## src/rtl/msx_bus_pkg.sv

```systemverilog
package msx_bus_pkg;

    localparam int addr_w = 16;
    localparam int data_w = 8;
    localparam int msel_w = 3;

    typedef logic [addr_w-1:0] addr_t;    // z80 address
    typedef logic [data_w-1:0] byte_t;
    typedef logic [msel_w-1:0] msel_t;    // active low mux select

    // one dot cycle is eight clk108 cycles, two per mux slot
    typedef enum logic [2:0] {
        ph_lo_sel   = 3'd0,
        ph_lo_cap   = 3'd1,
        ph_hi_sel   = 3'd2,
        ph_hi_cap   = 3'd3,
        ph_ctl_sel  = 3'd4,
        ph_ctl_cap  = 3'd5,
        ph_idle_sel = 3'd6,
        ph_idle_end = 3'd7
    } dot_phase_e;

    localparam msel_t msel_lo   = 3'b110;  // A0-A7
    localparam msel_t msel_hi   = 3'b101;  // A8-A15
    localparam msel_t msel_ctl  = 3'b011;  // control byte
    localparam msel_t msel_none = 3'b111;

    // control byte layout on mp
    localparam int ctl_merq_bit = 0;
    localparam int ctl_iorq_bit = 1;
    localparam int ctl_m1_bit   = 7;

endpackage

```

## src/rtl/msx_bus_if.sv

```systemverilog
`timescale 1ns/10ps

// one coherent cartridge bus snapshot per dot cycle
interface msx_bus_if import msx_bus_pkg::*; ();

    addr_t addr;
    byte_t cdin;      // data bus as seen on writes
    logic  merq_n;
    logic  iorq_n;
    logic  m1_n;
    logic  rd_n;
    logic  wr_n;
    logic  sltsl_n;
    logic  snap_stb;  // fields are new while this is high

    modport sampler (
        output addr, cdin, merq_n, iorq_n, m1_n, rd_n, wr_n, sltsl_n, snap_stb
    );

    modport client (
        input addr, cdin, merq_n, iorq_n, m1_n, rd_n, wr_n, sltsl_n, snap_stb
    );

endinterface

```

## src/rtl/msx_bus_sampler.sv

```systemverilog
`timescale 1ns/10ps

module msx_bus_sampler import msx_bus_pkg::*; (
    input  logic      clk108_w,
    input  logic      ram_enabled_w,
    input  byte_t     mp,
    input  byte_t     cd_in,
    input  logic      rd_n,
    input  logic      wr_n,
    input  logic      sltsl_n,
    output msel_t     msel_n,
    msx_bus_if.sampler bus
);

    dot_phase_e phase;
    dot_phase_e phase_nxt;
    msel_t      msel_nxt;
    logic [2:0] pin_s1, pin_s2;   // {sltsl_n, wr_n, rd_n}
    byte_t      cd_s1, cd_s2;
    byte_t      addr_lo, addr_hi;

    assign phase_nxt = dot_phase_e'(phase + 3'd1);

    // select code is registered together with the phase it belongs to
    always_comb begin
        unique case (phase_nxt)
            ph_lo_sel, ph_lo_cap:     msel_nxt = msel_lo;
            ph_hi_sel, ph_hi_cap:     msel_nxt = msel_hi;
            ph_ctl_sel, ph_ctl_cap:   msel_nxt = msel_ctl;
            ph_idle_sel, ph_idle_end: msel_nxt = msel_none;
            default:                  msel_nxt = msel_none;
        endcase
    end

    //////////////////////////////////////////////////////////////////////
    // dot sequencer
    always_ff @(posedge clk108_w or negedge ram_enabled_w) begin
        if (!ram_enabled_w) begin
            phase  <= ph_idle_end;   // first edge enters ph_lo_sel
            msel_n <= msel_none;
            pin_s1 <= 3'b111;
            pin_s2 <= 3'b111;
        end else begin
            phase  <= phase_nxt;
            msel_n <= msel_nxt;
            pin_s1 <= {sltsl_n, wr_n, rd_n};
            pin_s2 <= pin_s1;
        end
    end

    always_ff @(posedge clk108_w) begin
        cd_s1 <= cd_in;
        cd_s2 <= cd_s1;
        if (phase == ph_lo_cap) addr_lo <= mp;
        if (phase == ph_hi_cap) addr_hi <= mp;
        if (phase == ph_ctl_cap) begin
            bus.addr <= {addr_hi, addr_lo};
            bus.cdin <= cd_s2;
        end
    end

    //////////////////////////////////////////////////////////////////////
    // snapshot publish, lands in ph_idle_sel
    always_ff @(posedge clk108_w or negedge ram_enabled_w) begin
        if (!ram_enabled_w) begin
            bus.merq_n   <= 1'b1;
            bus.iorq_n   <= 1'b1;
            bus.m1_n     <= 1'b1;
            bus.rd_n     <= 1'b1;
            bus.wr_n     <= 1'b1;
            bus.sltsl_n  <= 1'b1;
            bus.snap_stb <= 1'b0;
        end else begin
            bus.snap_stb <= (phase == ph_ctl_cap);
            if (phase == ph_ctl_cap) begin
                bus.merq_n  <= mp[ctl_merq_bit];
                bus.iorq_n  <= mp[ctl_iorq_bit];
                bus.m1_n    <= mp[ctl_m1_bit];
                bus.rd_n    <= pin_s2[0];
                bus.wr_n    <= pin_s2[1];
                bus.sltsl_n <= pin_s2[2];
            end
        end
    end

    // mux select must never enable two latches at once
    a_msel_single: assert property (@(posedge clk108_w) disable iff (!ram_enabled_w)
        $countones(~msel_n) <= 1);

endmodule

```

## src/flat_wrapper.sv

```systemverilog
// flat-port wrapper written by rule: the top's interface ports become plain ports
module msx_bus_sampler_flat import msx_bus_pkg::*;
  (clk108_w, ram_enabled_w, mp, cd_in, rd_n, wr_n, sltsl_n, msel_n, bus_addr, bus_cdin, bus_merq_n, bus_iorq_n, bus_m1_n, bus_rd_n, bus_wr_n, bus_sltsl_n, bus_snap_stb);
  msx_bus_if bus_i ();
  input  logic clk108_w;
  input  logic ram_enabled_w;
  input  byte_t mp;
  input  byte_t cd_in;
  input  logic rd_n;
  input  logic wr_n;
  input  logic sltsl_n;
  output msel_t msel_n;
  output wire logic [$bits(bus_i.addr)-1:0] bus_addr;
  output wire logic [$bits(bus_i.cdin)-1:0] bus_cdin;
  output wire logic [$bits(bus_i.merq_n)-1:0] bus_merq_n;
  output wire logic [$bits(bus_i.iorq_n)-1:0] bus_iorq_n;
  output wire logic [$bits(bus_i.m1_n)-1:0] bus_m1_n;
  output wire logic [$bits(bus_i.rd_n)-1:0] bus_rd_n;
  output wire logic [$bits(bus_i.wr_n)-1:0] bus_wr_n;
  output wire logic [$bits(bus_i.sltsl_n)-1:0] bus_sltsl_n;
  output wire logic [$bits(bus_i.snap_stb)-1:0] bus_snap_stb;
  assign bus_addr = bus_i.addr;
  assign bus_cdin = bus_i.cdin;
  assign bus_merq_n = bus_i.merq_n;
  assign bus_iorq_n = bus_i.iorq_n;
  assign bus_m1_n = bus_i.m1_n;
  assign bus_rd_n = bus_i.rd_n;
  assign bus_wr_n = bus_i.wr_n;
  assign bus_sltsl_n = bus_i.sltsl_n;
  assign bus_snap_stb = bus_i.snap_stb;
  msx_bus_sampler u_core (.clk108_w(clk108_w), .ram_enabled_w(ram_enabled_w), .mp(mp), .cd_in(cd_in), .rd_n(rd_n), .wr_n(wr_n), .sltsl_n(sltsl_n), .msel_n(msel_n), .bus(bus_i));
endmodule
```

## config.mk

```make
export PLATFORM = sky130hd
export DESIGN_NAME = msx_bus_sampler_flat
export DESIGN_NICKNAME = d
export VERILOG_FILES = /design/src/rtl/msx_bus_pkg.sv /design/src/rtl/msx_bus_if.sv /design/src/rtl/msx_bus_sampler.sv /design/src/flat_wrapper.sv
export SDC_FILE = /design/constraint.sdc
export NUM_CORES = 1
export LEC_CHECK = 0
export ABC_AREA = 1
export BUFFER_PORTS_ARGS = -buffer_cell sky130_fd_sc_hd__buf_4
export CORE_UTILIZATION = 35
export DETAILED_ROUTE_END_ITERATION = 7
export PLACE_DENSITY_LB_ADDON = 0.15
export SETUP_SLACK_MARGIN = 0.3
export SYNTH_ARGS = -nofsm -noshare
export SYNTH_HDL_FRONTEND = slang
export SYNTH_SLANG_ARGS = --single-unit
```

## constraint.sdc

```tcl
create_clock -name clk108_w -period 4.7 [get_ports clk108_w]
set_clock_uncertainty 0.15 [all_clocks]
set_input_delay 0.235 -clock clk108_w [delete_from_list [all_inputs] [get_ports clk108_w]]
set_output_delay 0.235 -clock clk108_w [all_outputs]
set_load 0.03 [all_outputs]
```

==> impl_metrics.ini <==
[critical_path]
crit_chain = ha_1 -> nand2_8 -> inv_1
crit_path_start_kind = register
rrSetupSlack_ps = 2450
worst_r2r_startpoint = u_core.phase[0]
worstPathArrival_ps = 2060
max_stage_delay_ps = 660
crit_type = register to register
startpoint = u_core.phase[0]
cpMaxStageDelayCell = inv_1
end_kind = register
crit_required_ps = 4510
cp_max_fo = 24

[timing]
setup_viol_count_final = 0
timing.fmax_ghz = 0.444
worstMarginPinSlew_ps = 887
report.final.slew_viol_count = 0
hold_viol_final = 0
relSlewSlack = 0.408
finalCriticalPeriod_ps = 2250
period_share = 0.479
rsz0062_at_grt = false
setup_tns_ps = 0

[clock_tree]
insertion_delay_ps = 330
cts.sinks = 75
numCtsBuffers = 9
postCtsResizedCells = 0
cts_setup_buffers = 0
cts_root_buf = clkbuf_8
cts_hold_buf = 20
cts_tree = built
htree_levels = 3
path_clk_slew_ps = 70
cts_buffer_depth = 2

[yosys]
ys_seq_elements = 75
synth_flop_cell = edfxtp_1
synth_edf_count = 40
seq_area_frac_synth = 0.910
yosys-top-cells-count = 40 x edfxtp_1, 18 x dfstp_2, 16 x dfxtp_1
syn_area_per_cell_sq_um = 20.0
yosysMostFrequentCell = edfxtp_1
synthCells = 111
ys_top_cells_by_area = edfxtp_1 54%, dfstp_2 21%, dfxtp_1 14%, nand2_1 2.5%, ha_1 1.7%
synth_warnings = 0
synth_area_leader_cell = edfxtp_1
syn_nets = 135
syn_area_sq_mm = 0.00222
synth.distinct_cells = 11
post-synth-top-area-fraction = 0.541
async_flop_share = 0.253

[power_and_ir_drop]
power_density_mw_per_mm2 = 405
peakVddDrop_mv = 0.173
p_leak_uw = 0.00129

[grt]
grt_usage = 0.117
grt_max_degree = 25
grt_overflow_total = 0
grt_pass1_vias = 1148
antenna_found_initial = 0
grt_pass1_wl_um = 5200

[outcome]
status = completed

[placement]
placed_cell_area_sq_mm = 0.00270
gp_congestion = 0.680
dp_hpwl_um = 2270
io_buffers = 54

[die]
initial_core_util = 0.368
core_region_area_sq_mm = 0.00603
ios = 55
die_h_um = 81.6
num_rows = 28
die-area_sq_mm = 0.00666
die_w_um = 81.6

[route]
top_layer_used = met4
drt-met1-wl_um = 1330
wl_um = 3380
wl_per_cell_um = 12.3
dr.pass1.iters = 3
drc_errors = 0
via_per_inst = 4.02
vias = 1101
drt_iter0_drc = 64
wl_met3_um = 216
wl_met2_um = 1750
ant_nets = 0

[finish]
syn2layout_area_growth_pct = 39.9
nets = 218
layout-drive-gt1-share = 0.432
antenna_cells = 0
fin_area_sq_mm = 0.00310

[hold_path]
hold_class = primary input to async pin

[job]
maxCapViolCount = 0
## cell families after synthesis
group,share of synthesized area
flops,0.910
fa+ha+maj,0.0169
buf+inv,0.0237
simple gates,0.0496
## per-layer routing
layer,up-vias,GRT usage
met1,515,0.117
met2,34,0.193
li1,542,-
met4,0,0.0842
met5,-,0
met3,10,0.0511
## stage by stage
step	setup slack, ps	std cells	utilization	power [uW]	hold slack [ps]
2_1_floorplan	2810	111	-	730	-211
3_3_place_gp	2500	238	0.447	752	-45.3
3_5_place_dp	2440	238	0.447	754	-34.8
4_1_cts	2420	274	0.515	1270	137
5_1_grt	2270	274	0.515	1310	155
6_report	2450	274	0.515	1260	155
## worst max-delay path: cells and delay by family (launching register included)
kind | cells | cell delay (ps)
buf+inv | 1 | 660
flops | 1 | 550
fa+ha+maj | 1 | 410
simple gates | 1 | 100
## path summary, 6_finish.rpt
kind	endpoint	cells past startpoint
setup / recovery	u_core.bus.addr[9]	3
hold / removal	u_core.bus.snap_stb	2
setup reg to reg	u_core.bus.addr[9]	3
hold reg to reg	u_core.cd_s2[1]	0
max in group asynchronous	u_core.bus.iorq_n	2
min in group clk108_w	u_core.cd_s2[1]	0
## cell type report
class                           instances  area [sq um]
Fill cell                             514          2920
Sequential cell                        75          2020
Timing Repair Buffer                   74           606
Multi-Input combinational cell         26           148
Clock buffer                           10           128
Tap cell                               75          93.8
Clock inverter                          6          80.1
Inverter                                8          30.0
## where the power goes
part	switching [uW]	leakage [uW]	internal (uW)
Sequential	4.23	0.000711	706
Combinational	17.6	0.000479	25.6
Clock	210	0.000101	294
Total	232	0.00129	1030
## flip-flops by register name, summed over array words and instances (netlist names), 3 cells and up
name	count
u_core.addr_hi	8
u_core.pin_s1	3
u_core.cd_s1	8
u_core.pin_s2	3
u_core.phase	3
u_core.bus.cdin	8
u_core.cd_s2	8
u_core.msel_n	3
u_core.addr_lo	8
u_core.bus.addr	16
## placed cells by master, fill, tap and decap left out
cell type      Yosys  final
clkinv_1           0      2
edfxtp_1          40     40
nand2_1           15     15
clkbuf_8           0      9
clkinvlp_4         0      1
buf_4              0     54
dfrtp_1            1      1
ha_1               3      3
bufinv_16          0      2
dlygate4sd3_1      0     20
nand3_1            6      6
clkinv_2           0      1
nand2_8            1      1
dfxtp_1           16     16
inv_1              8      8
dfstp_2           18     18
nor2_1             1      1
clkbuf_1           0      1
Power figures use the tool's default switching activity.
