### src/rtl/msx_bus_pkg.sv
package msx_bus_pkg;

    localparam int addr_w = 16;
    localparam int data_w = 8;
    localparam int msel_w = 3;

    typedef logic [addr_w-1:0] addr_t;    // z80 address
    typedef logic [data_w-1:0] byte_t;
    typedef logic [msel_w-1:0] msel_t;    // active low mux select

    // one dot cycle is eight clk108 cycles, two per mux slot
    typedef enum logic [2:0] {
        ph_lo_sel   = 3'd0,
        ph_lo_cap   = 3'd1,
        ph_hi_sel   = 3'd2,
        ph_hi_cap   = 3'd3,
        ph_ctl_sel  = 3'd4,
        ph_ctl_cap  = 3'd5,
        ph_idle_sel = 3'd6,
        ph_idle_end = 3'd7
    } dot_phase_e;

    localparam msel_t msel_lo   = 3'b110;  // A0-A7
    localparam msel_t msel_hi   = 3'b101;  // A8-A15
    localparam msel_t msel_ctl  = 3'b011;  // control byte
    localparam msel_t msel_none = 3'b111;

    // control byte layout on mp
    localparam int ctl_merq_bit = 0;
    localparam int ctl_iorq_bit = 1;
    localparam int ctl_m1_bit   = 7;

endpackage

### src/rtl/sdc_pkg.sv
package sdc_pkg;

    // sd controller register window, slot memory space
    localparam logic [15:0] sdc_enable_addr = 16'h7E00;  // bit 0 enables the window
    localparam logic [15:0] sdc_cmd_addr    = 16'h7E01;
    localparam logic [15:0] sdc_status_addr = 16'h7E02;
    localparam logic [15:0] sdc_saddr_addr  = 16'h7E03;  // 4 bytes, lsb first
    localparam logic [7:0]  sdc_window_page = 8'h7E;

    // command byte
    localparam int cmd_rstart_bit = 0;
    localparam int cmd_wstart_bit = 1;
    localparam int cmd_init_bit   = 7;

    // status byte
    localparam int status_busy_bit    = 7;
    localparam int status_timeout_bit = 1;
    localparam int status_crc_bit     = 0;

    typedef logic [31:0] sector_t;

    //////////////////////////////////////////////////////////////////////
    // megaram mapper config port

    localparam logic [7:0] megaram_port = 8'h8F;

    typedef enum logic [1:0] {
        mt_konami     = 2'd0,
        mt_konami_scc = 2'd1,
        mt_ascii16    = 2'd2,
        mt_ascii8     = 2'd3
    } megaram_type_e;

    localparam logic [7:0] sel_konami_scc = 8'h05;
    localparam logic [7:0] sel_ascii16    = 8'h16;
    localparam logic [7:0] sel_ascii8     = 8'h08;

    localparam logic [7:0] unmapped_byte = 8'hFF;  // floating bus value

endpackage

### src/rtl/msx_bus_if.sv
`timescale 1ns/10ps

// one coherent cartridge bus snapshot per dot cycle
interface msx_bus_if import msx_bus_pkg::*; ();

    addr_t addr;
    byte_t cdin;      // data bus as seen on writes
    logic  merq_n;
    logic  iorq_n;
    logic  m1_n;
    logic  rd_n;
    logic  wr_n;
    logic  sltsl_n;
    logic  snap_stb;  // fields are new while this is high

    modport sampler (
        output addr, cdin, merq_n, iorq_n, m1_n, rd_n, wr_n, sltsl_n, snap_stb
    );

    modport client (
        input addr, cdin, merq_n, iorq_n, m1_n, rd_n, wr_n, sltsl_n, snap_stb
    );

endinterface

### src/rtl/cart_data_driver.sv
`timescale 1ns/10ps

module cart_data_driver import msx_bus_pkg::*, sdc_pkg::*; (
    input  logic      clk108_w,
    input  logic      ram_enabled_w,
    msx_bus_if.client bus,
    input  byte_t     sdc_rd_data,
    input  logic      sdc_rd_hit,
    output byte_t     cd_out,
    output logic      datadir
);

    logic slot_rd;

    assign slot_rd = !bus.sltsl_n && !bus.rd_n;

    // read data latched once per dot cycle
    always_ff @(posedge clk108_w) begin
        if (bus.snap_stb)
            cd_out <= sdc_rd_hit ? sdc_rd_data : unmapped_byte;
    end

    //////////////////////////////////////////////////////////////////////
    // bus direction, low turns the transceiver toward the msx
    always_ff @(posedge clk108_w or negedge ram_enabled_w) begin
        if (!ram_enabled_w)
            datadir <= 1'b1;
        else if (bus.snap_stb)
            datadir <= !slot_rd;
    end

    // outside the strobe cycle the driver and the snapshot agree
    a_dir_on_read: assert property (@(posedge clk108_w) disable iff (!ram_enabled_w)
        !bus.snap_stb && !datadir |-> !bus.rd_n);

endmodule

### src/flat_wrapper.sv
// flat-port wrapper written by rule: the top's interface ports become plain ports
module cart_data_driver_flat import msx_bus_pkg::*, sdc_pkg::*;
  (clk108_w, ram_enabled_w, sdc_rd_data, sdc_rd_hit, cd_out, datadir, bus_addr, bus_cdin, bus_merq_n, bus_iorq_n, bus_m1_n, bus_rd_n, bus_wr_n, bus_sltsl_n, bus_snap_stb);
  msx_bus_if bus_i ();
  input  logic clk108_w;
  input  logic ram_enabled_w;
  input  byte_t sdc_rd_data;
  input  logic sdc_rd_hit;
  output byte_t cd_out;
  output logic datadir;
  input wire logic [$bits(bus_i.addr)-1:0] bus_addr;
  input wire logic [$bits(bus_i.cdin)-1:0] bus_cdin;
  input wire logic [$bits(bus_i.merq_n)-1:0] bus_merq_n;
  input wire logic [$bits(bus_i.iorq_n)-1:0] bus_iorq_n;
  input wire logic [$bits(bus_i.m1_n)-1:0] bus_m1_n;
  input wire logic [$bits(bus_i.rd_n)-1:0] bus_rd_n;
  input wire logic [$bits(bus_i.wr_n)-1:0] bus_wr_n;
  input wire logic [$bits(bus_i.sltsl_n)-1:0] bus_sltsl_n;
  input wire logic [$bits(bus_i.snap_stb)-1:0] bus_snap_stb;
  assign bus_i.addr = bus_addr;
  assign bus_i.cdin = bus_cdin;
  assign bus_i.merq_n = bus_merq_n;
  assign bus_i.iorq_n = bus_iorq_n;
  assign bus_i.m1_n = bus_m1_n;
  assign bus_i.rd_n = bus_rd_n;
  assign bus_i.wr_n = bus_wr_n;
  assign bus_i.sltsl_n = bus_sltsl_n;
  assign bus_i.snap_stb = bus_snap_stb;
  cart_data_driver u_core (.clk108_w(clk108_w), .ram_enabled_w(ram_enabled_w), .bus(bus_i), .sdc_rd_data(sdc_rd_data), .sdc_rd_hit(sdc_rd_hit), .cd_out(cd_out), .datadir(datadir));
endmodule
### config.mk
export PLATFORM = sky130hd
export DESIGN_NAME = cart_data_driver_flat
export DESIGN_NICKNAME = d
export VERILOG_FILES = /design/src/rtl/msx_bus_pkg.sv /design/src/rtl/sdc_pkg.sv /design/src/rtl/msx_bus_if.sv /design/src/rtl/cart_data_driver.sv /design/src/flat_wrapper.sv
export SDC_FILE = /design/constraint.sdc
export NUM_CORES = 1
export LEC_CHECK = 0
export ABC_AREA = 1
export BUFFER_PORTS_ARGS = -buffer_cell sky130_fd_sc_hd__buf_2
export CAP_MARGIN = 20
export CORE_AREA = 2 2 39 41
export DETAILED_ROUTE_END_ITERATION = 10
export DIE_AREA = 0 0 41 43
export GPL_TIMING_DRIVEN = 0
export HOLD_SLACK_MARGIN = 0.08
export PLACE_DENSITY = 0.82
export SLEW_MARGIN = 20
export SYNTH_ARGS = -nofsm -noshare
export SYNTH_HDL_FRONTEND = slang
export SYNTH_SLANG_ARGS = --single-unit
### constraint.sdc
create_clock -name clk108_w -period 1.03 [get_ports clk108_w]
set_clock_uncertainty 0.1 [all_clocks]
set_input_delay 0.103 -clock clk108_w [delete_from_list [all_inputs] [get_ports clk108_w]]
set_output_delay 0.103 -clock clk108_w [all_outputs]
set_load 0.01 [all_outputs]
==> key figures <==
Final layout
  • Layout area overhead: 83.5%
  • Final non-filler cell total: 84
  • # diodes: 0
  • Filler instances: 146
  • Final nets: 111
  • Most common cell after layout, fill and taps aside: buf_2
  • Commonest non-fill, non-tap cells in the layout: 20 x buf_2, 13 x dlygate4sd3_1, 10 x nand2_1
  • Design area: 638 um^2
  • Layout cell share with drive strength beyond 1: 0.382

GRT
  • Vias in the first global route: 326
  • Initial antenna violation count: 0
  • First-pass GRT wire length: 1150 um
  • Largest net degree at the start of global routing: 11
  • Global Route Usage Sum: 0.101
  • Total gr overflow: 0

STA
  • Worst setup margin: -0.0595 ns
  • Final period util: 1.06
  • Final TNS setup: -0.0595 ns
  • Fmax: 918 MHz
  • Min Clock Period, post-route: 1.09 ns
  • Count of final setup violators: 1
  • Slew of the pin with the lowest slew margin: 0.143 ns
  • RSZ-0062 raised after global routing: true
  • Relative slew slack: 0.904
  • WHS: 0.209 ns
  • Slew Limit Fails: 0
  • Final Hold Vio Count: 0

Run status
  • Outcome: finished, violations left
  • Failing checks: negative setup slack

Floorplanning
  • Top Ports: 51
  • Chip Height: 43 um
  • Horiz. Die Dim: 41 um
  • Starting utilization of the core area: 0.251
  • Core ar.: 1380 um^2
  • Die area: 1760 um^2
  • Row cnt: 14

Flow run
  • Max cap viols: 0

Synthesis
  • Top cell type's share of synthesized area: 0.691
  • Post-Syn Nets: 72
  • YS warnings: 0
  • Synth area leaders: edfxtp_1 69%, nand2_1 11%, inv_1 9.7%
  • Syn Inst Count: 30
  • Synth area leader: edfxtp_1
  • Syn avg cell area: 11.6 um^2
  • Yosys cell types: 6
  • Synthesized area: 348 um^2
  • Yosys reg bits: 9
  • Sequential area share after synthesis: 0.766

Setup path
  • CP bufs+invs: 1
  • CP peak stage delay: 0.54 ns
  • Type of the worst setup path: reg2out
  • CP Depth: 1
  • CP max FO: 2
  • R2R depth: 2
  • Critical path endpoint category: primary output
  • Critical Path Start Type: flip-flop
  • Slowest cell on the critical path: dfstp_2
  • Critical Path RT: 0.83 ns
  • CP top delay family: flip-flops
  • CP cell instances: buf_6
  • Worst Path Arrival: 0.89 ns

Clock tree
  • Post-CTS Setup Bufs: 0
  • Clock Tree Buf Depth: 2
  • CTS Buf Count: 3
  • Clock Sinks: 9
  • Clock transition at path regs: 0.06 ns
  • CTS tree: built
  • Max H-tree Level: 1
  • Worst-skew pair later-pin latency: 0.25 ns
  • Root Buffer: clkbuf_4

Detailed routing
  • Via Count: 317
  • Vias/cell: 3.77
  • 1st-pass router iterations: 2
  • Final WL: 740 um
  • Wire per inst: 8.81 um
  • Drt drc: 0
  • Antenna viol nets, final: 0
  • Initial DRC count: 1

Placed design
  • Gp weighted congestion: 0.581
  • Placed Instance Area: 473 um^2
  • Placed insts: 67
  • Port Buffers: 21
  • DP HPWL: 458 um

Pwr
  • Total power draw: 0.840 mW
  • Peak supply drop: 0.000504 V
  • Pwr/cell area: 1320 nW/um^2
  • Leak: 0.321 nW

Min path
  • Worst hold path class: in2async
-- worst register-to-register path: stages, from the launching register on --
cell and delay [ns]:
dfstp_2 0.54, nand2_1 0.05, nand2_1 0.06
-- cell usage after synthesis --
cell type   n
inv_1       9
dfstp_2     1
o21ai_0     1
edfxtp_1    8
buf_2       1
nand2_1    10
-- state kept, by name (all words and copies together), names as in the netlist --
register	flops
u_core.datadir	1
u_core.cd_out	8
-- what timing repair did --
item,CTS,global route
gates resized for setup,1,1
setup endpoints to repair,1,10
cloned,0,0
hold buffers,13,0
endpoints found under the hold margin,10,0
-- worst paths after layout --
| path | start | end | slack, ns |
|---|---|---|---|
| setup / recovery | u_core.datadir$_DFFE_PN1P_ | datadir | -0.06 |
| hold / removal | ram_enabled_w | u_core.datadir$_DFFE_PN1P_ | 0.21 |
| setup reg to reg | u_core.datadir$_DFFE_PN1P_ | u_core.datadir$_DFFE_PN1P_ | 0.23 |
| hold reg to reg | u_core.datadir$_DFFE_PN1P_ | u_core.datadir$_DFFE_PN1P_ | 0.37 |
| max in group asynchronous | ram_enabled_w | u_core.datadir$_DFFE_PN1P_ | 0.60 |
| min in group clk108_w | u_core.datadir$_DFFE_PN1P_ | u_core.datadir$_DFFE_PN1P_ | 0.37 |
-- layer usage --
| layer | share of wire | vias to the layer above | global-route usage |
|---|---|---|---|
| met5 | 0 | - | 0 |
| met4 | 0 | 0 | 0.0600 |
| met3 | 0.068 | 0 | 0.0157 |
| met2 | 0.57 | 14 | 0.194 |
| met1 | 0.36 | 138 | 0.0845 |
| li1 | - | 165 | - |
-- layout make-up --
class / count / area, um^2 / area share
Tap cell: 16 / 20.0 / 0.0314
Clock buffer: 4 / 26.3 / 0.0412
Buffer: 1 / 5.00 / 0.00784
Inverter: 9 / 33.8 / 0.0529
Sequential cell: 9 / 267 / 0.418
Timing Repair Buffer: 34 / 244 / 0.382
Multi-Input combinational cell: 11 / 42.5 / 0.0667
-- logic make-up (layout without fill, tap and decap cells) --
family	count (synthesis)	count (layout)	synth area share
flip-flops	9	9	0.766
AO/OA/AOI/OAI	1	1	0.0144
buffers and inverters	10	48	0.111
AND/OR/NAND/NOR	10	10	0.108
-- metrics by stage --
| step | utilization | worst slack (ns) |
|---|---|---|
| final | 0.461 | -0.0595 |
| after global routing | 0.461 | -0.0911 |
| after CTS | 0.459 | -0.0694 |
| after detailed placement | 0.342 | 0.196 |
| after global placement | 0.342 | 0.196 |
| after floorplan | - | 0.236 |
-- power by group --
part	leakage [nW]	internal, mW	switching, mW
logic	0.216	0.0800	0.0562
clock network	0.0150	0.149	0.116
registers	0.0900	0.432	0.00682
No activity file was read; power rests on OpenSTA's default activity.
