### config.mk
export PLATFORM = sky130hd
export DESIGN_NAME = megaram_config_flat
export DESIGN_NICKNAME = d
export VERILOG_FILES = /design/src/rtl/msx_bus_pkg.sv /design/src/rtl/sdc_pkg.sv /design/src/rtl/msx_bus_if.sv /design/src/rtl/megaram_config.sv /design/src/flat_wrapper.sv
export SDC_FILE = /design/constraint.sdc
export NUM_CORES = 1
export LEC_CHECK = 0
export ABC_AREA = 1
export BUFFER_PORTS_ARGS = -buffer_cell sky130_fd_sc_hd__buf_2
export CAP_MARGIN = 20
export CORE_AREA = 2 2 39 41
export DETAILED_ROUTE_END_ITERATION = 12
export DIE_AREA = 0 0 41 43
export MAX_ROUTING_LAYER = met4
export PLACE_DENSITY = 0.69
export SETUP_SLACK_MARGIN = 0.1
export SYNTH_ARGS = -nofsm -noshare
export SYNTH_HDL_FRONTEND = slang
export SYNTH_SLANG_ARGS = --single-unit
### constraint.sdc
create_clock -name clk108_w -period 0.9 [get_ports clk108_w]
set_input_delay 0.045 -clock clk108_w [delete_from_list [all_inputs] [get_ports clk108_w]]
set_output_delay 0.045 -clock clk108_w [all_outputs]
set_load 0.005 [all_outputs]
### src/rtl/msx_bus_pkg.sv
package msx_bus_pkg;

    localparam int addr_w = 16;
    localparam int data_w = 8;
    localparam int msel_w = 3;

    typedef logic [addr_w-1:0] addr_t;    // z80 address
    typedef logic [data_w-1:0] byte_t;
    typedef logic [msel_w-1:0] msel_t;    // active low mux select

    // one dot cycle is eight clk108 cycles, two per mux slot
    typedef enum logic [2:0] {
        ph_lo_sel   = 3'd0,
        ph_lo_cap   = 3'd1,
        ph_hi_sel   = 3'd2,
        ph_hi_cap   = 3'd3,
        ph_ctl_sel  = 3'd4,
        ph_ctl_cap  = 3'd5,
        ph_idle_sel = 3'd6,
        ph_idle_end = 3'd7
    } dot_phase_e;

    localparam msel_t msel_lo   = 3'b110;  // A0-A7
    localparam msel_t msel_hi   = 3'b101;  // A8-A15
    localparam msel_t msel_ctl  = 3'b011;  // control byte
    localparam msel_t msel_none = 3'b111;

    // control byte layout on mp
    localparam int ctl_merq_bit = 0;
    localparam int ctl_iorq_bit = 1;
    localparam int ctl_m1_bit   = 7;

endpackage

### src/rtl/sdc_pkg.sv
package sdc_pkg;

    // sd controller register window, slot memory space
    localparam logic [15:0] sdc_enable_addr = 16'h7E00;  // bit 0 enables the window
    localparam logic [15:0] sdc_cmd_addr    = 16'h7E01;
    localparam logic [15:0] sdc_status_addr = 16'h7E02;
    localparam logic [15:0] sdc_saddr_addr  = 16'h7E03;  // 4 bytes, lsb first
    localparam logic [7:0]  sdc_window_page = 8'h7E;

    // command byte
    localparam int cmd_rstart_bit = 0;
    localparam int cmd_wstart_bit = 1;
    localparam int cmd_init_bit   = 7;

    // status byte
    localparam int status_busy_bit    = 7;
    localparam int status_timeout_bit = 1;
    localparam int status_crc_bit     = 0;

    typedef logic [31:0] sector_t;

    //////////////////////////////////////////////////////////////////////
    // megaram mapper config port

    localparam logic [7:0] megaram_port = 8'h8F;

    typedef enum logic [1:0] {
        mt_konami     = 2'd0,
        mt_konami_scc = 2'd1,
        mt_ascii16    = 2'd2,
        mt_ascii8     = 2'd3
    } megaram_type_e;

    localparam logic [7:0] sel_konami_scc = 8'h05;
    localparam logic [7:0] sel_ascii16    = 8'h16;
    localparam logic [7:0] sel_ascii8     = 8'h08;

    localparam logic [7:0] unmapped_byte = 8'hFF;  // floating bus value

endpackage

### src/rtl/msx_bus_if.sv
`timescale 1ns/10ps

// one coherent cartridge bus snapshot per dot cycle
interface msx_bus_if import msx_bus_pkg::*; ();

    addr_t addr;
    byte_t cdin;      // data bus as seen on writes
    logic  merq_n;
    logic  iorq_n;
    logic  m1_n;
    logic  rd_n;
    logic  wr_n;
    logic  sltsl_n;
    logic  snap_stb;  // fields are new while this is high

    modport sampler (
        output addr, cdin, merq_n, iorq_n, m1_n, rd_n, wr_n, sltsl_n, snap_stb
    );

    modport client (
        input addr, cdin, merq_n, iorq_n, m1_n, rd_n, wr_n, sltsl_n, snap_stb
    );

endinterface

### src/rtl/megaram_config.sv
`timescale 1ns/10ps

module megaram_config import msx_bus_pkg::*, sdc_pkg::*; (
    input  logic          clk108_w,
    input  logic          ram_enabled_w,
    msx_bus_if.client     bus,
    output megaram_type_e megaram_type,
    output logic          scc_enable
);

    byte_t io_port;
    logic  cfg_wr;

    assign io_port = bus.addr[7:0];   // z80 i/o uses the low byte only
    assign cfg_wr  = bus.snap_stb && !bus.iorq_n && bus.m1_n && !bus.wr_n
                     && io_port == megaram_port;

    always_ff @(posedge clk108_w or negedge ram_enabled_w) begin
        if (!ram_enabled_w) begin
            megaram_type <= mt_konami;
            scc_enable   <= 1'b0;
        end else if (cfg_wr) begin
            scc_enable <= (bus.cdin == sel_konami_scc);
            case (bus.cdin)
                sel_konami_scc: megaram_type <= mt_konami_scc;
                sel_ascii16:    megaram_type <= mt_ascii16;
                sel_ascii8:     megaram_type <= mt_ascii8;
                default:        megaram_type <= mt_konami;   // anything else
            endcase
        end
    end

endmodule

### src/flat_wrapper.sv
// flat-port wrapper written by rule: the top's interface ports become plain ports
module megaram_config_flat import msx_bus_pkg::*, sdc_pkg::*;
  (clk108_w, ram_enabled_w, megaram_type, scc_enable, bus_addr, bus_cdin, bus_merq_n, bus_iorq_n, bus_m1_n, bus_rd_n, bus_wr_n, bus_sltsl_n, bus_snap_stb);
  msx_bus_if bus_i ();
  input  logic clk108_w;
  input  logic ram_enabled_w;
  output megaram_type_e megaram_type;
  output logic scc_enable;
  input wire logic [$bits(bus_i.addr)-1:0] bus_addr;
  input wire logic [$bits(bus_i.cdin)-1:0] bus_cdin;
  input wire logic [$bits(bus_i.merq_n)-1:0] bus_merq_n;
  input wire logic [$bits(bus_i.iorq_n)-1:0] bus_iorq_n;
  input wire logic [$bits(bus_i.m1_n)-1:0] bus_m1_n;
  input wire logic [$bits(bus_i.rd_n)-1:0] bus_rd_n;
  input wire logic [$bits(bus_i.wr_n)-1:0] bus_wr_n;
  input wire logic [$bits(bus_i.sltsl_n)-1:0] bus_sltsl_n;
  input wire logic [$bits(bus_i.snap_stb)-1:0] bus_snap_stb;
  assign bus_i.addr = bus_addr;
  assign bus_i.cdin = bus_cdin;
  assign bus_i.merq_n = bus_merq_n;
  assign bus_i.iorq_n = bus_iorq_n;
  assign bus_i.m1_n = bus_m1_n;
  assign bus_i.rd_n = bus_rd_n;
  assign bus_i.wr_n = bus_wr_n;
  assign bus_i.sltsl_n = bus_sltsl_n;
  assign bus_i.snap_stb = bus_snap_stb;
  megaram_config u_core (.clk108_w(clk108_w), .ram_enabled_w(ram_enabled_w), .bus(bus_i), .megaram_type(megaram_type), .scc_enable(scc_enable));
endmodule
==> impl_results.rst <==
.. list-table::
   :header-rows: 1

   * - Metric
     - Value
   * - Part of the cycle the worst path needs
     - 87.2%
   * - PD cells
     - 910 mW/mm²
   * - Sinks on Clock Net
     - 3
   * - Overall fraction of global-route tracks in use
     - 9.16%
   * - I/O Buffers
     - 24
   * - Row cnt
     - 14
   * - TritonCTS clock tree
     - done
   * - Post-CTS setup-driven buffer insertion count
     - 0
   * - Library cell used as clock root buffer
     - clkbuf_4
   * - Category of cells accounting for the largest share of critical-path delay
     - flip-flops
   * - Met1 demand-to-capacity share in global routing
     - 9.00%
   * - Final setup slack of the worst path
     - 116 ps
   * - EDFF count, synth
     - 0
   * - Crit Path Category
     - flip-flop to primary output
   * - Initial DRC Count
     - 3
   * - Post-Synthesis Mean Instance Area
     - 5.50 µm²
   * - Setup repair after global routing missed its margin
     - yes
   * - Number of inserted diodes
     - 0
   * - Crit path cell chain
     - buf_2
   * - Ys flop type
     - dfrtp_1
   * - Yosys top cell by area
     - nand2_1
   * - Worst-path maximum fanout
     - 2
   * - Via count of the first global-routing pass
     - 349
   * - Synth Area in Simple Gates
     - 59.7%
   * - Most frequent cell after synthesis
     - nand2_1
   * - Proportion of layout cells with a drive suffix above 1
     - 42.2%
   * - Number of antenna-violating nets in the routed design
     - 0
   * - Largest net degree at the start of global routing
     - 5
   * - Fraction of synthesized area in multiplexers
     - 0%
   * - Total number of vias
     - 402
   * - Setup clock skew after layout
     - 0 ps
   * - # nets final
     - 124
   * - Remaining DRCs
     - 0
   * - DR pass1 iterations
     - 2
   * - Async set or reset register ratio after synthesis
     - 100%
   * - Final Hold Violating Endpoints
     - 0
   * - Critical Path Source Type
     - flip-flop
   * - Post-synthesis cell type count
     - 8
   * - Synthesized instance count
     - 61
   * - Register Area
     - 75.1 µm²
   * - Most utilized layer in the global route result
     - met2
   * - Mean routed wirelength per cell
     - 6.63 µm
   * - Post-CTS clock slew at the launch and capture registers of the worst setup and hold paths
     - 40 ps
   * - Worst-Margin Slew
     - 134 ps
   * - Deepest level of the CTS H-tree
     - 1
   * - GRT Residual Overflow
     - 0
   * - Growth of design area from synthesis to finish
     - 52.6%
   * - Initial antenna violation count
     - 0
   * - Leak
     - 0.326 nW
   * - Worst endpoint required time
     - 850 ps
   * - Filler Cells Inserted
     - 164
   * - Total chip power
     - 0.000465 W
   * - CP max stage delay
     - 380 ps
   * - CP endpoint kind
     - primary output
   * - Status
     - complete, no violations
   * - Peak clock frequency supported by timing
     - 1270 MHz
   * - Die footprint
     - 0.00176 mm²
   * - Worst slack at placement
     - 163 ps
   * - Final Setup Violations
     - 0
   * - Global placement routability congestion
     - 0.716
   * - Clock buffer count from CTS
     - 3
   * - Number of buffer and inverter stages on the critical path
     - 1
   * - Critical path data arrival time
     - 740 ps
   * - Vias/cell
     - 3.79
   * - Net Count, Synth
     - 94
   * - First-pass GRT wire length
     - 1.10 mm
   * - Synthesis Warnings
     - 0
   * - Area of the mapped netlist
     - 335 µm²
   * - Fin area
     - 512 µm²
   * - Slowest library cell on the worst path
     - dfrtp_1
   * - Number of pins exceeding their max-slew limit in the final report
     - 0
   * - Setup tns final
     - 0 ps
   * - Compound-cell area share of the yosys netlist
     - 0%
   * - Area contributors post-synth
     - nand2_1, dfrtp_1, inv_1, nor2_4, nand2_2
   * - Area share of xor/xnor cells in the synthesized design
     - 0%
   * - Placed standard-cell area
     - 475 µm²
   * - Clock period minus final worst setup slack
     - 784 ps
   * - Final core occ
     - 37.0%
   * - Maximum vdd drop
     - 448 µV
   * - Max-Cap Viols
     - 0
   * - Routed wire length
     - 703 µm
   * - Clock buffer depth
     - 2
   * - Footprint of the multi-input gates
     - 200 µm²
   * - Rel. slew slack
     - 91.0%
   * - Main combinational cell family by area after synthesis
     - simple AND/OR/NAND/NOR gates
   * - Initial core utilization
     - 24.2%
   * - Global-route track usage on met2
     - 16.3%
   * - Floorplan Core Area
     - 0.00138 mm²
   * - Horizontal extent of the die
     - 41 µm
   * - Source-to-sink clock delay at the later pin of the worst-skew pair
     - 220 ps
   * - Top-level I/O count
     - 36
   * - Synth top cells by count
     - nand2_1, inv_1, nor2_1, nand2_2, nor2_4
   * - Portion of the post-synthesis area used by sequential elements
     - 22.4%
   * - Portion of synthesized cell area occupied by the leading cell type
     - 29.1%
   * - Die H
     - 43 µm
   * - Synth Area in Adders
     - 0%
   * - Met3 usage in global routing
     - 1.57%
   * - Type of the most critical hold path
     - input pin to async pin
   * - Final HPWL DP
     - 601 µm
   * - Count of state elements after synthesis
     - 3
## area by class of cell
cell class / count / area share, %
well taps: 16 / 3.91
multi-input cells: 42 / 39.1
clock buffers: 4 / 5.13
inverters: 16 / 11.7
repair buffers: 25 / 25.4
flip-flops and latches: 3 / 14.7
## state kept, by name, indices dropped and copies added, names as in the netlist
signal,count
u_core.scc_enable,1
u_core.megaram_type,2
## through the flow
| step | hold slack (ps) | instances |
|---|---|---|
| after detailed placement | -159 | 101 |
| after global placement | -159 | 101 |
| final | 139 | 106 |
| after floorplan | -251 | 61 |
| after CTS | 141 | 106 |
| after global routing | 153 | 106 |
## final timing paths
check                                            start                      to  slack (ps)  depth (start not counted)
worst max-delay path                 u_core.scc_enable              scc_enable         120                          1
worst min-delay path                     ram_enabled_w       u_core.scc_enable         140                          2
worst max register to register       u_core.scc_enable       u_core.scc_enable         300                          2
worst min register to register  u_core.megaram_type[1]  u_core.megaram_type[1]         470                          2
max in group asynchronous                ram_enabled_w  u_core.megaram_type[0]         650                          2
min in group clk108_w                      bus_addr[6]  u_core.megaram_type[1]         230                          7
## kinds of logic after synthesis
kind of cell	after synthesis
buf+inv	16
simple gates	42
flops	3
## worst reg2reg max path: stages, from the launching register on
cell and delay, ps:
dfrtp_1 380, nand2_1 70, nand2_1 50
## power breakdown
| part | internal (W) | switching, W |
|---|---|---|
| clock network | 0.000166 | 0.0000608 |
| logic | 0.0000524 | 0.0000510 |
| registers | 0.000136 | 0.0000000102 |
## cells in the final DEF (no fill, tap or decap)
master	n
dfrtp_1	3
nand2_1	26
clkbuf_1	1
inv_1	13
clkbuf_4	3
buf_2	24
nand3_1	2
dlygate4sd3_1	1
inv_2	3
nor2_1	6
nand2_2	4
nor2_4	4
## routing by layer
layer / share of wire, % / up-vias / wire length [µm]
li1: - / 227 / -
met1: 36 / 159 / 254
met2: 54 / 16 / 378
met3: 10 / 0 / 71
met4: 0 / 0 / 0
met5: 0 / - / 0
## what timing repair did
action | in CTS | in global routing
setup endpoints to repair | 1 | 1
endpoints found under the hold margin | 3 | 0
gates resized for setup | 0 | 0
hold buffers | 1 | 0
(Power assumes the default switching activity.)
