--- src/rtl/msx_bus_pkg.sv ---
package msx_bus_pkg;

    localparam int addr_w = 16;
    localparam int data_w = 8;
    localparam int msel_w = 3;

    typedef logic [addr_w-1:0] addr_t;    // z80 address
    typedef logic [data_w-1:0] byte_t;
    typedef logic [msel_w-1:0] msel_t;    // active low mux select

    // one dot cycle is eight clk108 cycles, two per mux slot
    typedef enum logic [2:0] {
        ph_lo_sel   = 3'd0,
        ph_lo_cap   = 3'd1,
        ph_hi_sel   = 3'd2,
        ph_hi_cap   = 3'd3,
        ph_ctl_sel  = 3'd4,
        ph_ctl_cap  = 3'd5,
        ph_idle_sel = 3'd6,
        ph_idle_end = 3'd7
    } dot_phase_e;

    localparam msel_t msel_lo   = 3'b110;  // A0-A7
    localparam msel_t msel_hi   = 3'b101;  // A8-A15
    localparam msel_t msel_ctl  = 3'b011;  // control byte
    localparam msel_t msel_none = 3'b111;

    // control byte layout on mp
    localparam int ctl_merq_bit = 0;
    localparam int ctl_iorq_bit = 1;
    localparam int ctl_m1_bit   = 7;

endpackage

--- src/rtl/sdc_pkg.sv ---
package sdc_pkg;

    // sd controller register window, slot memory space
    localparam logic [15:0] sdc_enable_addr = 16'h7E00;  // bit 0 enables the window
    localparam logic [15:0] sdc_cmd_addr    = 16'h7E01;
    localparam logic [15:0] sdc_status_addr = 16'h7E02;
    localparam logic [15:0] sdc_saddr_addr  = 16'h7E03;  // 4 bytes, lsb first
    localparam logic [7:0]  sdc_window_page = 8'h7E;

    // command byte
    localparam int cmd_rstart_bit = 0;
    localparam int cmd_wstart_bit = 1;
    localparam int cmd_init_bit   = 7;

    // status byte
    localparam int status_busy_bit    = 7;
    localparam int status_timeout_bit = 1;
    localparam int status_crc_bit     = 0;

    typedef logic [31:0] sector_t;

    //////////////////////////////////////////////////////////////////////
    // megaram mapper config port

    localparam logic [7:0] megaram_port = 8'h8F;

    typedef enum logic [1:0] {
        mt_konami     = 2'd0,
        mt_konami_scc = 2'd1,
        mt_ascii16    = 2'd2,
        mt_ascii8     = 2'd3
    } megaram_type_e;

    localparam logic [7:0] sel_konami_scc = 8'h05;
    localparam logic [7:0] sel_ascii16    = 8'h16;
    localparam logic [7:0] sel_ascii8     = 8'h08;

    localparam logic [7:0] unmapped_byte = 8'hFF;  // floating bus value

endpackage

--- src/rtl/msx_bus_if.sv ---
`timescale 1ns/10ps

// one coherent cartridge bus snapshot per dot cycle
interface msx_bus_if import msx_bus_pkg::*; ();

    addr_t addr;
    byte_t cdin;      // data bus as seen on writes
    logic  merq_n;
    logic  iorq_n;
    logic  m1_n;
    logic  rd_n;
    logic  wr_n;
    logic  sltsl_n;
    logic  snap_stb;  // fields are new while this is high

    modport sampler (
        output addr, cdin, merq_n, iorq_n, m1_n, rd_n, wr_n, sltsl_n, snap_stb
    );

    modport client (
        input addr, cdin, merq_n, iorq_n, m1_n, rd_n, wr_n, sltsl_n, snap_stb
    );

endinterface

--- src/rtl/sdc_registers.sv ---
`timescale 1ns/10ps

module sdc_registers import msx_bus_pkg::*, sdc_pkg::*; (
    input  logic      clk108_w,
    input  logic      ram_enabled_w,
    msx_bus_if.client bus,
    input  logic      sd_busy,
    input  logic      sd_done,
    input  logic      sd_crc_error,
    input  logic      sd_timeout_error,
    output logic      sd_rstart,
    output logic      sd_wstart,
    output logic      sd_init,
    output sector_t   sd_sector,
    output byte_t     sdc_rd_data,
    output logic      sdc_rd_hit
);

    logic sdc_en;
    logic slot_mem;
    logic wr_hit;

    // memory cycle into our slot
    assign slot_mem = !bus.sltsl_n && !bus.merq_n && bus.iorq_n;
    assign wr_hit   = bus.snap_stb && slot_mem && !bus.wr_n;

    always_ff @(posedge clk108_w or negedge ram_enabled_w) begin
        if (!ram_enabled_w) begin
            sdc_en    <= 1'b0;
            sd_rstart <= 1'b0;
            sd_wstart <= 1'b0;
            sd_init   <= 1'b0;
        end else begin
            if (wr_hit && bus.addr == sdc_enable_addr)
                sdc_en <= bus.cdin[0];   // reachable while disabled
            if (sd_done) begin
                // engine finished, done wins over a new request
                sd_rstart <= 1'b0;
                sd_wstart <= 1'b0;
            end else if (wr_hit && sdc_en && bus.addr == sdc_cmd_addr) begin
                sd_rstart <= sd_rstart | bus.cdin[cmd_rstart_bit];
                sd_wstart <= sd_wstart | bus.cdin[cmd_wstart_bit];
            end
            if (wr_hit && sdc_en && bus.addr == sdc_cmd_addr)
                sd_init <= sd_init | bus.cdin[cmd_init_bit];
        end
    end

    //////////////////////////////////////////////////////////////////////
    // sector address, lsb first
    always_ff @(posedge clk108_w) begin
        if (wr_hit && sdc_en) begin
            case (bus.addr)
                sdc_saddr_addr:         sd_sector[7:0]   <= bus.cdin;
                sdc_saddr_addr + 16'd1: sd_sector[15:8]  <= bus.cdin;
                sdc_saddr_addr + 16'd2: sd_sector[23:16] <= bus.cdin;
                sdc_saddr_addr + 16'd3: sd_sector[31:24] <= bus.cdin;
                default: ;
            endcase
        end
    end

    // read side follows the current snapshot
    assign sdc_rd_hit = sdc_en && slot_mem && !bus.rd_n && bus.addr[15:8] == sdc_window_page;

    always_comb begin
        sdc_rd_data = unmapped_byte;
        if (bus.addr == sdc_enable_addr) begin
            sdc_rd_data = {7'b0, sdc_en};
        end else if (bus.addr == sdc_status_addr) begin
            sdc_rd_data                     = '0;
            sdc_rd_data[status_busy_bit]    = sd_busy;
            sdc_rd_data[status_timeout_bit] = sd_timeout_error;
            sdc_rd_data[status_crc_bit]     = sd_crc_error;
        end
    end

    // a completing transfer must not immediately retrigger
    a_no_start_on_done: assert property (@(posedge clk108_w) disable iff (!ram_enabled_w)
        sd_done |=> !$rose(sd_rstart) && !$rose(sd_wstart));

endmodule

--- src/flat_wrapper.sv ---
// flat-port wrapper written by rule: the top's interface ports become plain ports
module sdc_registers_flat import msx_bus_pkg::*, sdc_pkg::*;
  (clk108_w, ram_enabled_w, sd_busy, sd_done, sd_crc_error, sd_timeout_error, sd_rstart, sd_wstart, sd_init, sd_sector, sdc_rd_data, sdc_rd_hit, bus_addr, bus_cdin, bus_merq_n, bus_iorq_n, bus_m1_n, bus_rd_n, bus_wr_n, bus_sltsl_n, bus_snap_stb);
  msx_bus_if bus_i ();
  input  logic clk108_w;
  input  logic ram_enabled_w;
  input  logic sd_busy;
  input  logic sd_done;
  input  logic sd_crc_error;
  input  logic sd_timeout_error;
  output logic sd_rstart;
  output logic sd_wstart;
  output logic sd_init;
  output sector_t sd_sector;
  output byte_t sdc_rd_data;
  output logic sdc_rd_hit;
  input wire logic [$bits(bus_i.addr)-1:0] bus_addr;
  input wire logic [$bits(bus_i.cdin)-1:0] bus_cdin;
  input wire logic [$bits(bus_i.merq_n)-1:0] bus_merq_n;
  input wire logic [$bits(bus_i.iorq_n)-1:0] bus_iorq_n;
  input wire logic [$bits(bus_i.m1_n)-1:0] bus_m1_n;
  input wire logic [$bits(bus_i.rd_n)-1:0] bus_rd_n;
  input wire logic [$bits(bus_i.wr_n)-1:0] bus_wr_n;
  input wire logic [$bits(bus_i.sltsl_n)-1:0] bus_sltsl_n;
  input wire logic [$bits(bus_i.snap_stb)-1:0] bus_snap_stb;
  assign bus_i.addr = bus_addr;
  assign bus_i.cdin = bus_cdin;
  assign bus_i.merq_n = bus_merq_n;
  assign bus_i.iorq_n = bus_iorq_n;
  assign bus_i.m1_n = bus_m1_n;
  assign bus_i.rd_n = bus_rd_n;
  assign bus_i.wr_n = bus_wr_n;
  assign bus_i.sltsl_n = bus_sltsl_n;
  assign bus_i.snap_stb = bus_snap_stb;
  sdc_registers u_core (.clk108_w(clk108_w), .ram_enabled_w(ram_enabled_w), .bus(bus_i), .sd_busy(sd_busy), .sd_done(sd_done), .sd_crc_error(sd_crc_error), .sd_timeout_error(sd_timeout_error), .sd_rstart(sd_rstart), .sd_wstart(sd_wstart), .sd_init(sd_init), .sd_sector(sd_sector), .sdc_rd_data(sdc_rd_data), .sdc_rd_hit(sdc_rd_hit));
endmodule
--- config.mk ---
export PLATFORM = sky130hd
export DESIGN_NAME = sdc_registers_flat
export DESIGN_NICKNAME = d
export VERILOG_FILES = /design/src/rtl/msx_bus_pkg.sv /design/src/rtl/sdc_pkg.sv /design/src/rtl/msx_bus_if.sv /design/src/rtl/sdc_registers.sv /design/src/flat_wrapper.sv
export SDC_FILE = /design/constraint.sdc
export NUM_CORES = 1
export LEC_CHECK = 0
export BUFFER_PORTS_ARGS = -buffer_cell sky130_fd_sc_hd__buf_2
export CAP_MARGIN = 30
export CORE_ASPECT_RATIO = 2
export CORE_MARGIN = 2
export CORE_UTILIZATION = 25
export CTS_CLUSTER_DIAMETER = 120
export DETAILED_ROUTE_END_ITERATION = 16
export PLACE_DENSITY = 0.53
export REMOVE_ABC_BUFFERS = 1
export SYNTH_ARGS = -nofsm -noshare
export SYNTH_HDL_FRONTEND = slang
export SYNTH_SLANG_ARGS = --single-unit
--- constraint.sdc ---
create_clock -name clk108_w -period 3.5 [get_ports clk108_w]
set_input_delay 0.175 -clock clk108_w [delete_from_list [all_inputs] [get_ports clk108_w]]
set_output_delay 0.175 -clock clk108_w [all_outputs]
set_load 0.01 [all_outputs]
==> impl_metrics.py <==
metrics = {
    "global_route": {
        "grt_max_degree": 11,
        "grtUsageTotal_pct": 11.04,
        "grt_pass1_wl_um": 4995,
        "first_global_vias": 1032,
        "overflow": 0,
        "antenna_found_initial": 0,
    },
    "sta": {
        "slew_violations": 0,
        "min_period_ps": 2333,
        "slew_headroom_pct": 39.56,
        "hold_viol": 0,
        "finalCritPeriodShare_pct": 66.67,
        "fmax_mhz": 428.5,
        "skew_ps": 3.151,
        "fin_tns_setup_ps": 0,
        "setup_viol": 0,
        "max_slew.worst_pin.slew_ps": 903.3,
        "rsz0062_at_grt": "no",
    },
    "power_and_ir_drop": {
        "power_leakage_nw": 0.7884,
        "powerDensity_mw_per_mm2": 395.0,
        "peakVddDrop_uv": 237.3,
        "fin_total_pwr_w": 0.0007666,
    },
    "synth": {
        "yosysWarnings": 0,
        "synth_area_sq_mm": 0.001380,
        "synth_seq_cells": 36,
        "yosys.area_share.adder_pct": 0,
        "synth_xor_area_share_pct": 0,
        "synth_cells": 77,
        "synthSimpleGateAreaFrac_pct": 15.50,
        "synth_top_family_by_area": "simple AND/OR/NAND/NOR gates",
        "yosysSeqAreaShare_pct": 76.88,
        "synth_area_per_cell_sq_um": 17.92,
        "synth_compound_area_share_pct": 4.352,
        "synth_mux_area_share_pct": 0.8160,
        "yosysUniqueCellTypes": 28,
    },
    "route": {
        "drt_iter0_drc": 18,
        "wl_um": 3297,
        "dr.pass1.iters": 4,
        "drc_errors": 0,
        "vias_per_cell": 4.613,
        "wl_per_cell_um": 14.85,
        "via_count": 1024,
        "ant_nets": 0,
    },
    "setup_path": {
        "r2r_cells": 3,
        "endpoint_kind": "flip-flop",
        "cp-start-kind": "flip-flop",
        "path_class": "reg -> reg",
        "crit_path_max_fanout": 8,
        "arrival_ps": 2230,
        "worst_ep_required_time_ps": 3400,
    },
    "hold_path": {
        "hold_depth": 2,
        "hold_path_class": "in -> reg",
    },
    "placement": {
        "dp_hpwl_um": 2652,
        "port_buffers": 79,
        "gp_congestion": 0.8445,
        "dpl.cell_count": 214,
    },
    "floorplanning": {
        "io_pins": 81,
        "core_sq_mm": 0.005373,
        "die_w_um": 56.54,
        "die_h_um": 109.1,
        "row_count": 38,
        "dieArea_sq_mm": 0.006167,
        "start_util_pct": 25.69,
    },
    "final_layout": {
        "drive_gt1_share_pct": 60.49,
        "utilization_pct": 36.12,
        "nFillCells": 538,
        "area_growth_pct": 40.62,
        "final_cells": 222,
        "nNetsFinal": 199,
        "diodes": 0,
    },
    "cts": {
        "cts.clk_slew.worst_paths_ps": 60,
        "clk_latency_ps": 270,
        "post_cts_resized": 0,
        "cts.sinks": 36,
        "cts_inserted_buffers": 5,
        "post-cts-setup-buffers": 0,
        "clk_path_buf_depth": 2,
        "cts_tree": "done",
        "hold_buffers": 1,
        "clockRootBuffer": "clkbuf_8",
        "htreeDepth": 2,
    },
    "flow_run": {
        "max-cap-violations": 0,
    },
    "status": {
        "status": "finished clean",
    },
}
flip-flops by register name (all words and copies together) (netlist names):
signal / cells
u_core.sdc_en: 1
u_core.sd_init: 1
u_core.sd_rstart: 1
u_core.sd_wstart: 1
u_core.sd_sector: 32
power by group:
group | internal [W] | switching (W)
clock | 0.000135 | 0.000127
sequential | 0.000467 | 0.000000000542
combinational | 0.0000190 | 0.0000184
total | 0.000621 | 0.000145
cell usage after synthesis:
cell	count	area, sq um
nor3_2	1	10.01
nand3b_1	2	15.01
a311o_1	1	10.01
nor2_2	2	12.51
nor2b_1	1	6.260
nand4_1	1	6.260
a21o_1	2	15.01
nor3b_1	2	15.01
and3_1	1	6.260
nor4b_2	1	15.01
or3_1	2	12.51
nand3_2	1	10.01
a41o_1	1	10.01
a21boi_1	1	7.510
nand4b_2	1	15.01
a41oi_1	2	17.52
inv_1	1	3.750
dfrtp_1	4	100.1
nor2_1	5	18.77
buf_4	4	30.03
or4_4	1	11.26
nor4b_1	1	8.760
edfxtp_1	32	960.9
nand3_1	1	5.000
nand2_1	1	3.750
nor4_1	3	18.77
nand4b_4	1	23.77
mux2_1	1	11.26
stage by stage:
step	setup slack [ps]	instance area (sq um)	hold WS (ps)
6_report	1167	1941	68.39
5_1_grt	1053	1941	65.49
4_1_cts	1179	1941	57.20
3_5_place_dp	1098	1853	-17.46
3_3_place_gp	1111	1853	-22.94
2_1_floorplan	1310	1350	-120.6
worst paths after layout:
kind | from | endpoint | slack [ps]
worst min register to register | u_core.sd_init | u_core.sd_init | 500
min in group asynchronous | ram_enabled_w | u_core.sd_rstart | 240
worst max register to register | u_core.sdc_en | u_core.sd_sector[22] | 1170
worst min-delay path | sd_done | u_core.sd_rstart | 70
worst max-delay path | u_core.sdc_en | u_core.sd_sector[22] | 1170
max in group asynchronous | ram_enabled_w | u_core.sd_init | 3140
area by class of cell:
type / count / area, sq um / area share, %
clock buffers: 6 / 72.57 / 3.740
clock inverters: 1 / 5.005 / 0.2579
inverters: 1 / 3.754 / 0.1934
multi-input cells: 36 / 302.8 / 15.60
flip-flops and latches: 36 / 1061 / 54.67
well taps: 60 / 75.07 / 3.868
repair buffers: 82 / 420.4 / 21.66
placed cells by master, fill, tap and decap left out, drive strengths merged, types with 2 or more instances in the layout:
cell,instances
nor2,7
edfxtp,32
nand3,2
clkbuf,6
buf,81
nor4b,2
nand3b,2
nand4b,2
a41oi,2
or3,2
nor4,3
dfrtp,4
a21o,2
nor3b,2
worst max-delay path: stages (launching register included):
cell	delay [ps]
dfrtp_1	440
nand3b_1	140
nor4b_1	600
nor3b_2	780
metal layers:
metal	wire, um	global-route usage [%]	vias to the layer above
met5	0	0	-
met4	15	5.782	0
met3	314	3.677	2
met2	1897	21.18	66
met1	1069	9.771	484
li1	-	-	472
cell families (layout without fill, tap and decap cells):
family	Yosys count	in the layout
simple gates	28	28
mux	1	1
buf+inv	5	90
compound gates	7	7
flops	36	36
No activity file was read; power rests on OpenSTA's default activity.
